--- config.mk ---
export PLATFORM = sky130hd
export DESIGN_NAME = fetch_pc_gen
export DESIGN_NICKNAME = d
export VERILOG_FILES = /design/src/design/fetch_pc_gen.sv
export SDC_FILE = /design/constraint.sdc
export NUM_CORES = 1
export LEC_CHECK = 0
export BUFFER_PORTS_ARGS = -buffer_cell sky130_fd_sc_hd__buf_2
export CELL_PAD_IN_SITES_DETAIL_PLACEMENT = 0
export CELL_PAD_IN_SITES_GLOBAL_PLACEMENT = 1
export CORE_MARGIN = 1.5
export CORE_UTILIZATION = 35
export DETAILED_ROUTE_END_ITERATION = 10
export GPL_ROUTABILITY_DRIVEN = 0
export GPL_TIMING_DRIVEN = 0
export PLACE_DENSITY = 0.92
export SLEW_MARGIN = 20
export SYNTH_ARGS = -nofsm -noshare
export SYNTH_HDL_FRONTEND = slang
export SYNTH_SLANG_ARGS = --single-unit
--- constraint.sdc ---
create_clock -name clk -period 2.3 [get_ports clk]
set_input_delay 0.345 -clock clk [delete_from_list [all_inputs] [get_ports clk]]
set_output_delay 0.345 -clock clk [all_outputs]
set_load 0.01 [all_outputs]
--- src/design/fetch_pc_gen.sv ---
`timescale 1ns/1ps

module fetch_pc_gen (
  input  logic        clk,
  input  logic        rst_n,
  input  logic        redirect_i,
  input  logic [31:0] redirect_pc_i,
  output logic        pc_valid_o,
  output logic [31:0] pc_o,
  output logic [1:0]  pc_slot_o,
  input  logic        pc_ready_i
);

  logic [31:0] pc_d;
  logic [1:0]  slot_d;
  logic        advance;

  assign advance = pc_valid_o && pc_ready_i;

  always_comb begin
    pc_d   = pc_o;
    slot_d = pc_slot_o;
    if (redirect_i) begin
      pc_d   = {redirect_pc_i[31:3], 3'b000};
      // Odd-word target leaves only the upper slot
      slot_d = {1'b1, ~redirect_pc_i[2]};
    end else if (advance) begin
      pc_d   = pc_o + 32'd8;
      slot_d = 2'b11;
    end
  end

  always_ff @(posedge clk) begin
    if (!rst_n) begin
      pc_valid_o <= 1'b0;
    end else begin
      pc_valid_o <= 1'b1;
    end
  end

  always_ff @(posedge clk) begin
    if (!rst_n) begin
      pc_o      <= '0; // Boot address
      pc_slot_o <= 2'b11;
    end else begin
      pc_o      <= pc_d;
      pc_slot_o <= slot_d;
    end
  end

endmodule

==> impl_metrics.tcl <==
set metrics [dict create \
    grt_pass1_wl_um 8763 \
    cp.arrival_ns 2.37 \
    clk_pin_slew_ns 0.07 \
    grt.total_usage_pct 20.69 \
    io_pins 71 \
    fin_skew_ns 0.008360 \
    viasPerCell 5.547 \
    cts_setup_buffers 0 \
    synth.area.top_cells "dfxtp_1, o21ai_0, nand4_1" \
    synth_flop_cell "dfxtp_1" \
    fmax_mhz 466.2 \
    cpMaxStageDelayCell "or4_4" \
    slew_viol_final 0 \
    final_nets 335 \
    synth_area_per_cell_um2 8.163 \
    grt_setup_unrepaired "false" \
    synth_cell_type_count 48 \
    htreeDepth 2 \
    grt_pass1_vias 1814 \
    maxCapViolCount 0 \
    synth.yosys.seq_area_share_pct 33.79 \
    p_leak_uw 0.0009384 \
    die_h_um 75.44 \
    synth_top_area_share_pct 33.79 \
    async_flop_share_pct 0 \
    firstDrtPassIters 7 \
    syn_inst 225 \
    clockBufferDepth 2 \
    post_drt_wl_per_cell_um 15.13 \
    initial_utilization_pct 36.19 \
    max_stage_delay_ns 0.52 \
    crit_fanout 7 \
    synth_edf_count 0 \
    clkLatencyLatePin_ns 0.30 \
    area_growth_pct 29.02 \
    insertedDiodeCount 0 \
    dieArea_mm2 0.005691 \
    synth_area_mm2 0.001837 \
    crit_chain "ha_1 -> nand3_1 -> or4_4 -> or4_1 -> a31oi_1" \
    synth_top_area_cell "dfxtp_1" \
    vias 2047 \
    status "complete, no violations" \
    antenna_found_initial 0 \
    core_mm2 0.005075 \
    finalSetupTns_ns 0 \
    dp_hpwl_um 3993 \
    num_rows 26 \
    numClockSinks 31 \
    ys_warn_count 0 \
    hold_class "input port to flop" \
    grt-ovfl-total 0 \
    dp_slack_ns 0.1726 \
    ys_ff_latch 31 \
    totalWireLength_um 5582 \
    period_share_pct 93.26 \
    dieWidth_um 75.44 \
    setup_viol 0 \
    grt_max_degree 11 \
    max_slew_margin_pct 52.98 \
    cp.required_ns 2.53 \
    drive_gt1_share_pct 30.10 \
    worstSetupEndpointType "flop" \
    final_antenna_net_count 0 \
    numCtsBuffers 5 \
    vdd_drop_max_v 0.0004156 \
    criticalPathCategory "flop to flop" \
    finalHoldViolCount 0 \
    drtIter0Drc 240 \
    portBuffers 64 \
    power_density_mw_per_mm2 594.6 \
    route.detailed.drc 0 \
    cts_tree "done" \
    clock-root-buffer "clkbuf_8" \
    hold_buffers 0 \
    post_cts_resized 0 \
    start_kind "flop" \
    finalCriticalPeriod_ns 2.145 \
    finalWorstSetupSlack_ns 0.1550 \
    tightest_slew_ns 0.6988 \
]
## cells by family after synthesis
| kind of cell | count (synthesis) | synth area share, % |
|---|---|---|
| other cells | 2 | 0.4089 |
| buf+inv | 20 | 6.539 |
| compound gates | 63 | 21.94 |
| fa+ha+maj | 1 | 0.6811 |
| xor+xnor | 11 | 5.245 |
| mux | 1 | 0.5450 |
| flops | 31 | 33.79 |
| simple gates | 96 | 30.86 |
## metrics by stage
stage | area [um2] | utilization, % | instances | total power [uW] | hold slack (ns)
2_1_floorplan | 1844 | - | 227 | 746.8 | 0.3727
3_3_place_gp | 2252 | 44.38 | 361 | 842.8 | 0.4767
3_5_place_dp | 2252 | 44.38 | 361 | 846.0 | 0.4788
4_1_cts | 2370 | 46.70 | 369 | 1413 | 0.2313
5_1_grt | 2370 | 46.70 | 369 | 1474 | 0.2290
6_report | 2370 | 46.70 | 369 | 1409 | 0.2290
## synthesized netlist by cell type (2+ instances only)
cell,instances
dfxtp_1,31
o21ai_0,19
nand2_1,16
nand4_1,14
nor2_1,13
a21oi_1,10
a31oi_1,10
o31ai_1,10
or4_1,9
and3_1,7
nand3_1,7
nor3_1,6
nor4_1,6
xnor2_1,6
clkbuf_1,5
xor2_1,5
a211oi_1,4
buf_4,4
inv_1,4
o221ai_1,3
or2_2,3
or3_1,3
a311oi_1,2
buf_2,2
clkbuf_8,2
conb_1,2
## per-layer routing
metal | vias to the layer above | share of wire, % | GRT usage, % | routed length (um)
li1 | 1008 | - | - | -
met1 | 935 | 44 | 26.96 | 2455
met2 | 95 | 46 | 33.53 | 2580
met3 | 9 | 8.2 | 4.497 | 456
met4 | 0 | 1.6 | 7.937 | 89
met5 | - | 0 | 0 | 0
## worst max-delay path, delay by kind of cell (launching register included)
family	cells	cell delay, ns
AOI/OAI and AO/OA	1	0.16
adders and majority gates	1	0.21
and+or+nand+nor	3	1.24
DFF	1	0.46
## cell usage in the layout (no fill, tap or decap), types with 2 or more instances in the layout
cell and count:
buf_2 66, dfxtp_1 31, o21ai_0 19, nand2_1 16, nand4_1 14, nor2_1 13
a31oi_1 10, o31ai_1 10, a21oi_1 10, or4_1 9, clkbuf_8 8, nand3_1 7
and3_1 7, nor4_1 6, xnor2_1 6, nor3_1 6, clkbuf_1 5, xor2_1 5
inv_1 4, a211oi_1 4, buf_4 4, conb_1 4, or2_2 3, or3_1 3
o221ai_1 3, a311oi_1 2
## state kept, by name (all words and copies together) (netlist names)
signal,flops
pc_slot_o,1
pc_valid_o,1
pc_o,29
## power by group
group	switching (uW)	internal [uW]	leakage, uW
Sequential	55.3	574	0.000258
Clock	224	350	0.0000612
Combinational	109	97.1	0.000620
## path summary, 6_finish.rpt
path                     start           end  slack [ns]  depth (start not counted)
setup / recovery       pc_o[4]      pc_o[25]        0.16                          5
hold / removal           rst_n    pc_valid_o        0.23                          1
setup reg to reg       pc_o[4]      pc_o[25]        0.16                          5
hold reg to reg   pc_slot_o[0]  pc_slot_o[0]        0.49                          2
## area by class of cell
type / count / area (um2)
Buffer: 15 / 101.3
Clock buffer: 6 / 82.58
Clock inverter: 2 / 35.03
Fill cell: 546 / 2705
Inverter: 5 / 18.77
Multi-Input combinational cell: 176 / 1104
Sequential cell: 31 / 620.6
Tap cell: 70 / 87.58
Timing Repair Buffer: 64 / 320.3
Note: power is estimated with default switching activity, not from simulation.
