### src/design/fetch_pkg.sv
package fetch_pkg;

  // Cache geometry
  localparam int WAY_CNT      = 2;
  localparam int SET_CNT      = 64;
  localparam int LINE_WORDS   = 4;
  localparam int IDX_LEN      = $clog2(SET_CNT);
  localparam int OFS_LEN      = $clog2(LINE_WORDS * 4);
  localparam int TAG_LEN      = 32 - IDX_LEN - OFS_LEN;
  localparam int UNCACHED_BIT = 31;
  localparam int DATA_DEPTH   = SET_CNT * LINE_WORDS / 2; // Two words per data row

  // Fetch queue
  localparam int Q_DEPTH = 4;
  localparam int Q_PTR_W = $clog2(Q_DEPTH);

  // Bus burst length codes
  localparam int                 BURST_W    = 4;
  localparam logic [BURST_W-1:0] BURST_LINE = 4'd3; // Four beats
  localparam logic [BURST_W-1:0] BURST_WORD = 4'd0;

  // Skid FSM encoding
  localparam int                 STATE_W    = 3;
  localparam logic [STATE_W-1:0] ST_NORMAL  = 3'd0;
  localparam logic [STATE_W-1:0] ST_RFADDR  = 3'd1;
  localparam logic [STATE_W-1:0] ST_RFDATA  = 3'd2;
  localparam logic [STATE_W-1:0] ST_UCADDR0 = 3'd3;
  localparam logic [STATE_W-1:0] ST_UCADDR1 = 3'd4;
  localparam logic [STATE_W-1:0] ST_UCDATA0 = 3'd5;
  localparam logic [STATE_W-1:0] ST_UCDATA1 = 3'd6;
  localparam logic [STATE_W-1:0] ST_RECOVER = 3'd7;

  typedef union packed {
    struct packed {
      logic [TAG_LEN-1:0]            tag;
      logic [IDX_LEN-1:0]            index;
      logic [$clog2(LINE_WORDS)-1:0] word;
      logic [1:0]                    byte_ofs;
    } fields;
    logic [31:0] raw;
  } fetch_addr_u;

  typedef struct packed {
    logic               valid;
    logic [TAG_LEN-1:0] tag;
  } itag_t;

endpackage

### src/design/fetch_queue.sv
`timescale 1ns/1ps

module fetch_queue (
  input  logic             clk,
  input  logic             rst_n,
  input  logic             flush_i,
  input  logic [1:0]       in_valid_i,
  input  logic [31:0]      in_pc_i,
  input  logic [1:0][31:0] in_inst_i,
  output logic             in_ready_o,
  output logic             out_valid_o,
  output logic [31:0]      out_pc_o,
  output logic [1:0][31:0] out_inst_o,
  output logic [1:0]       out_slot_o,
  input  logic             out_ready_i
);

  import fetch_pkg::*;

  logic [Q_PTR_W-1:0] wr_ptr_q, rd_ptr_q;
  logic [Q_PTR_W:0]   count_q;
  logic [31:0]        pc_mem   [Q_DEPTH];
  logic [1:0][31:0]   inst_mem [Q_DEPTH];
  logic [1:0]         slot_mem [Q_DEPTH];
  logic               push, pop;

  assign in_ready_o  = count_q < Q_DEPTH;
  assign out_valid_o = count_q != '0;
  assign push        = (|in_valid_i) && in_ready_o;
  assign pop         = out_valid_o && out_ready_i;

  assign out_pc_o   = pc_mem[rd_ptr_q];
  assign out_inst_o = inst_mem[rd_ptr_q];
  assign out_slot_o = slot_mem[rd_ptr_q];

  always_ff @(posedge clk) begin
    if (push) begin
      pc_mem[wr_ptr_q]   <= in_pc_i;
      inst_mem[wr_ptr_q] <= in_inst_i;
      slot_mem[wr_ptr_q] <= in_valid_i;
    end
  end

  // Flush empties the queue and drops any write in that cycle
  always_ff @(posedge clk) begin
    if (!rst_n || flush_i) begin
      wr_ptr_q <= '0;
      rd_ptr_q <= '0;
      count_q  <= '0;
    end else begin
      if (push) begin
        wr_ptr_q <= wr_ptr_q + 1'b1; // Wraps at depth
      end
      if (pop) begin
        rd_ptr_q <= rd_ptr_q + 1'b1;
      end
      case ({push, pop})
        2'b10:   count_q <= count_q + 1'b1;
        2'b01:   count_q <= count_q - 1'b1;
        default: count_q <= count_q;
      endcase
    end
  end

endmodule

### config.mk
export PLATFORM = sky130hd
export DESIGN_NAME = fetch_queue
export DESIGN_NICKNAME = d
export VERILOG_FILES = /design/src/design/fetch_pkg.sv /design/src/design/fetch_queue.sv
export SDC_FILE = /design/constraint.sdc
export NUM_CORES = 1
export LEC_CHECK = 0
export BUFFER_PORTS_ARGS = -buffer_cell sky130_fd_sc_hd__buf_4
export CAP_MARGIN = 30
export CORE_ASPECT_RATIO = 1.75
export CORE_UTILIZATION = 40
export DETAILED_ROUTE_END_ITERATION = 10
export GPL_TIMING_DRIVEN = 0
export PLACE_DENSITY = 0.6
export SLEW_MARGIN = 20
export SYNTH_ARGS = -nofsm -noshare
export SYNTH_HDL_FRONTEND = slang
export SYNTH_SLANG_ARGS = --single-unit
### constraint.sdc
create_clock -name clk -period 4 [get_ports clk]
set_clock_uncertainty 0.2 [all_clocks]
set_input_delay 1 -clock clk [delete_from_list [all_inputs] [get_ports clk]]
set_output_delay 1 -clock clk [all_outputs]
set_load 0.01 [all_outputs]
==> results.cfg, run 1 <==
[synthesis]
yosys_warnings = 0
synth_mux_area_share_pct = 15.2
synth_nets = 671
synth_area_leader_cell = edfxtp_1
synth_area_per_cell_um2 = 25.9
synth_xor_area_share_pct = 0.300
synthCells = 563
synth-edff-count = 392
netlist.area_leader.share_pct = 80.8
synthDistinctLibCells = 22
ys_ff_latch = 401
synth-compound-area-share_pct = 0.223
syn_area_um2 = 14600
ys_async_sr_fraction_pct = 0
synth_area_leaders = edfxtp_1 (81%), mux4_2 (15%), dfxtp_1 (1.2%)
synthTopCellsByCount = edfxtp_1 (392), mux4_2 (98), buf_2 (11)
yosysSeqAreaShare_pct = 82.0
synth-simple-area-share_pct = 0.549
yosysMostFrequentCell = edfxtp_1
synth_top_family_by_area = multiplexers
synth_fa_ha_area_share_pct = 0.567
synth_flop_cell = edfxtp_1

[power]
p_int_mw = 6.91
clockPowerShare_pct = 36.5
power_density_nw_per_um2 = 484
combPwrFrac_pct = 7.8
seqPwrFrac_pct = 55.7
p_sw_mw = 1.79
switching_share_pct = 20.5
vdd_ir_drop_max_mv = 0.362
leakagePower_nw = 6.00

[critical_path]
crit_cells = 5
critPathKind = reg2out
critPathBufInv = 4
max_stage_delay_ps = 370
crit_fanout = 10
reg2reg_depth = 4
r2r_slack_ps = 1670
cp-start-kind = flip-flop
cp_top_family = buffers and inverters
crit_path_frequent_cell = buf_2
cp_cell_sequence = buf_2, buf_2, buf_2, mux4_2, buf_4
r2r_end = pc_mem[3][28]
reg2reg_from = count_q[2]
cp.arrival_ps = 2270
required_ps = 2800
critPathCapture = out_pc_o[19]
crit_path_end_kind = output pin
cp_slowest_cell = mux4_2

[drt]
vias = 6493
drt.antenna.violating_nets = 0
dr.pass1.iters = 4
drt_iter0_drc = 263
wire_per_inst_um = 21.7
route.detailed.drc = 0
routed_wl_um = 28300
via_per_inst = 4.98

[timing]
finalCritPeriodShare_pct = 86.7
tightest_slew_ps = 680
holdWs_ps = 332
grt_setup_unrepaired = no
max_clock_freq_mhz = 288
maxSlewViolCount = 0
period_needed_ps = 3470
hold_viol = 0
slew_headroom_pct = 54.7
finalSetupViolations = 0

[floorplanning]
die_area_um2 = 37200
chipHeight_um = 255
die_width_um = 146
io_pins = 202
core_um2 = 35900
start_util_pct = 40.6
rows = 92

[clocking]
root_buffer = clkbuf_16
clock_latency_ps = 520
path_clk_slew_ps = 60
tritoncts = yes
clock_path_buffers = 3
post_cts_buffers = 0
cts_max_level = 2
cts_num_sinks = 401
cts_resized = 0
cts_buffers = 36
cts_hold_buffers = 0

[flow_run]
maxCapViolCount = 0

[hold_path]
min_path_type = reg2reg
hold_path_depth = 2

[global_routing]
grt_max_degree = 40
grt_pass1_wl_um = 41600
grt_pass1_vias = 7016
groute.usage.overall_pct = 15.2
antenna_found_initial = 1
overflow = 0

[placed_design]
place.gp.congestion = 0.702
io_buffer_count = 201
placed_cells = 1242
hpwl_um = 18200

[finish]
fin_nets = 918
final_cells = 1305
drive_above_1_share_pct = 44.8
synthToLayoutAreaGrowth_pct = 23.2

[status]
status = finished, final reports clean
[power groups by stage]
stage,sequential [mW],clock [mW],combinational (mW)
after detailed placement,4.93,0,0.699
final,4.84,3.17,0.680
after global routing,4.85,3.40,0.731
after global placement,4.94,0,0.665
after CTS,4.84,3.27,0.702
after floorplan,4.92,0,0.302
[layer usage]
metal / routed length [um] / vias up / global-route usage (%)
li1: - / 2897 / -
met1: 9990 / 3387 / 16.3
met2: 16000 / 154 / 28.7
met3: 1200 / 55 / 2.92
met4: 1030 / 0 / 7.08
met5: 0 / - / 0
[registers in the layout, indices dropped and copies added (netlist names), named ones only]
signal / count
count_q: 3
slot_mem: 8
inst_mem: 256
pc_mem: 128
rd_ptr_q: 2
wr_ptr_q: 2
[metrics by stage]
stage / setup TNS [ps] / util [%] / cell area (um^2) / setup slack (ps) / power, mW
after floorplan: 0 / - / 14600 / 916 / 5.23
after global placement: -151420 / 46.4 / 16700 / -405 / 5.60
after detailed placement: 0 / 47.0 / 16900 / 778 / 5.63
after CTS: 0 / 50.0 / 18000 / 431 / 8.82
after global routing: 0 / 50.0 / 18000 / 395 / 8.99
final: 0 / 50.0 / 18000 / 532 / 8.69
[worst reg2reg max path, cell delays in order (launching register included)]
cell and delay, ps:
dfxtp_1 350, nor2_1 290, and2_4 590, buf_12 310, buf_16 270
[placed cells by master, fill, tap and decap left out, drive strengths merged]
| master | Yosys | layout |
|---|---|---|
| edfxtp | 392 | 392 |
| buf | 15 | 224 |
| mux4 | 98 | 98 |
| clkbuf | 8 | 51 |
| clkinv | 0 | 17 |
| nor2 | 10 | 10 |
| dfxtp | 9 | 9 |
| inv | 7 | 7 |
| ha | 5 | 5 |
| and2 | 4 | 4 |
| xor2 | 3 | 3 |
| xnor2 | 2 | 2 |
| a21oi | 2 | 2 |
| diode | 0 | 1 |
| o31a | 1 | 1 |
| nand3 | 1 | 1 |
| nand2b | 1 | 1 |
| o311ai | 1 | 1 |
| mux2i | 1 | 1 |
| o21ai | 1 | 1 |
| or3 | 1 | 1 |
| fa | 1 | 1 |
| bufinv | 0 | 1 |
| clkinvlp | 0 | 1 |
[layout make-up]
type | instances | area (um^2)
fillers | 2971 | 18000
flip-flops and latches | 401 | 12000
multi-input cells | 132 | 2470
repair buffers | 209 | 1710
clock buffers | 43 | 948
well taps | 470 | 588
plain buffers | 23 | 141
clock inverters | 19 | 120
inverters | 7 | 26.3
diodes | 1 | 2.50
[cells by family (layout without fill, tap and decap cells)]
logic type / Yosys count / in the layout
buffers and inverters: 30 / 301
and+or+nand+nor: 17 / 17
xor gates and xnor gates: 5 / 5
DFF: 401 / 401
other: 0 / 1
muxes: 99 / 99
AOI/OAI and AO/OA: 5 / 5
adders and majority gates: 6 / 6
[worst min path at each step]
stage | slack, ps | to | start
after floorplan | 280 | flip-flop | rd_ptr_q[1]
after CTS | 340 | flip-flop | rd_ptr_q[0]
final | 330 | flip-flop | rd_ptr_q[0]
after global routing | 380 | rd_ptr_q[1] | rd_ptr_q[1]
after detailed placement | 320 | flip-flop | rd_ptr_q[0]
after global placement | 310 | flip-flop | rd_ptr_q[1]
(Power assumes the default switching activity.)
==> run 2, diff against run 1 <==
- CORE_MARGIN: not set -> 8
==> results.cfg, run 2 (same netlist as run 1, synthesis figures left out) <==
[critical_path]
crit_path_end_kind = output pin
cp-start-kind = flip-flop
max_stage_delay_ps = 610
required_ps = 2800
cp_top_family = buffers and inverters
crit_fanout = 10
critPathKind = reg2out
cp.arrival_ps = 2300
cp_slowest_cell = clkbuf_1
critPathBufInv = 3
cp_cell_sequence = buf_2, clkbuf_1, mux4_2, buf_4

[floorplanning]
rows = 92
core_um2 = 36000
die_area_um2 = 43000
die_width_um = 160
start_util_pct = 40.5
chipHeight_um = 269
io_pins = 202

[finish]
top_register = inst_mem
reg_top3 = inst_mem (256), pc_mem (128), slot_mem (8)
largest_reg_flops = 256
final_common_cell = edfxtp_1
diodes = 0
final_cells = 1308
fin_nets = 919
synthToLayoutAreaGrowth_pct = 24.1
drive_above_1_share_pct = 45.7
post-route-util_pct = 50.2
final_cell_mix = edfxtp_1 (392), buf_4 (201), mux4_2 (98)

[placed_design]
placed_cells = 1242
place.gp.congestion = 0.675
hpwl_um = 19300
io_buffer_count = 201

[drt]
route.detailed.drc = 0
vias = 6521
drt.antenna.violating_nets = 0
routed_wl_um = 29500
dr.pass1.iters = 4
wire_per_inst_um = 22.5
via_per_inst = 4.99
drt_iter0_drc = 313

[timing]
tightest_slew_ps = 744
finalSetupViolations = 0
tns_ps = 0
finalCritPeriodShare_pct = 87.5
grt_setup_unrepaired = no
hold_viol = 0
slew_headroom_pct = 50.4
maxSlewViolCount = 0
max_clock_freq_mhz = 286
period_needed_ps = 3500

[global_routing]
groute.usage.overall_pct = 13.6
grt_pass1_vias = 7224
grt_pass1_wl_um = 43900
antenna_found_initial = 0
grt_max_degree = 44
overflow = 0

[hold_path]
min_path_type = reg2reg

[power]
power_density_nw_per_um2 = 496
leakagePower_nw = 6.06
p_total_mw = 8.97
vdd_ir_drop_max_mv = 0.315

[clocking]
cts_buffers = 37
clock_latency_ps = 520
path_clk_slew_ps = 60
cts_resized = 0
tritoncts = yes
cts_num_sinks = 401
cts_max_level = 2
cts_hold_buffers = 0
clock_path_buffers = 3
post_cts_buffers = 0
root_buffer = clkbuf_16

[status]
status = finished, final reports clean

[flow_run]
maxCapViolCount = 0
==> run 2: cell count changes in the layout (fill, tap and decap cells not counted) <==
cell	change
inv_6	+1
clkinv_1	-5
clkinvlp_4	+3
bufinv_16	+2
clkinv_2	+1
diode_2	-1
clkbuf_16	+2
==> run 2: per-stage QoR <==
step                hold slack, ps  area [um^2]  worst slack [ps]
global placement               301        16700              -419
global route                   385        18100               370
detailed placement             328        16900               801
floorplan                      285        14600               916
CTS                            346        18100               374
finish                         346        18100               501
==> run 2: metal layers <==
layer / vias up / track usage, % / wire, um / part of all wire, %
li1: 2904 / - / - / -
met1: 3439 / 14.6 / 11000 / 37
met2: 141 / 25.8 / 16600 / 56
met3: 37 / 2.90 / 1220 / 4.1
met4: 0 / 5.25 / 709 / 2.4
met5: - / 0 / 0 / 0
==> run 2: path summary, 6_finish.rpt <==
| path | end | cells after the start | slack [ps] | from |
|---|---|---|---|---|
| setup / recovery | out_inst_o[55] | 4 | 500 | flip-flop |
| hold / removal | flip-flop | 2 | 350 | rd_ptr_q[1] |
| hold reg to reg | flip-flop | 2 | 350 | rd_ptr_q[1] |
| setup reg to reg | pc_mem[1][18] | 4 | 1690 | count_q[2] |
==> run 2: worst min-delay path, cell delays in order (launching register included) <==
cell and delay (ps):
dfxtp_1 320, xor2_1 70, nor2_1 110
==> run 2: final cells by class <==
| class | count | area (um^2) |
|---|---|---|
| repair buffers | 209 | 1710 |
| plain buffers | 23 | 141 |
| clock inverters | 21 | 198 |
| well taps | 470 | 588 |
| flip-flops and latches | 401 | 12000 |
| inverters | 7 | 26.3 |
| clock buffers | 45 | 998 |
| fillers | 2912 | 17900 |
| multi-input cells | 132 | 2470 |
==> run 2: where the power goes <==
part	total, mW	switching [mW]	internal (mW)
clock network	3.45	1.46	1.98
registers	4.84	0.0356	4.80
logic	0.686	0.338	0.348
total	8.97	1.84	7.14
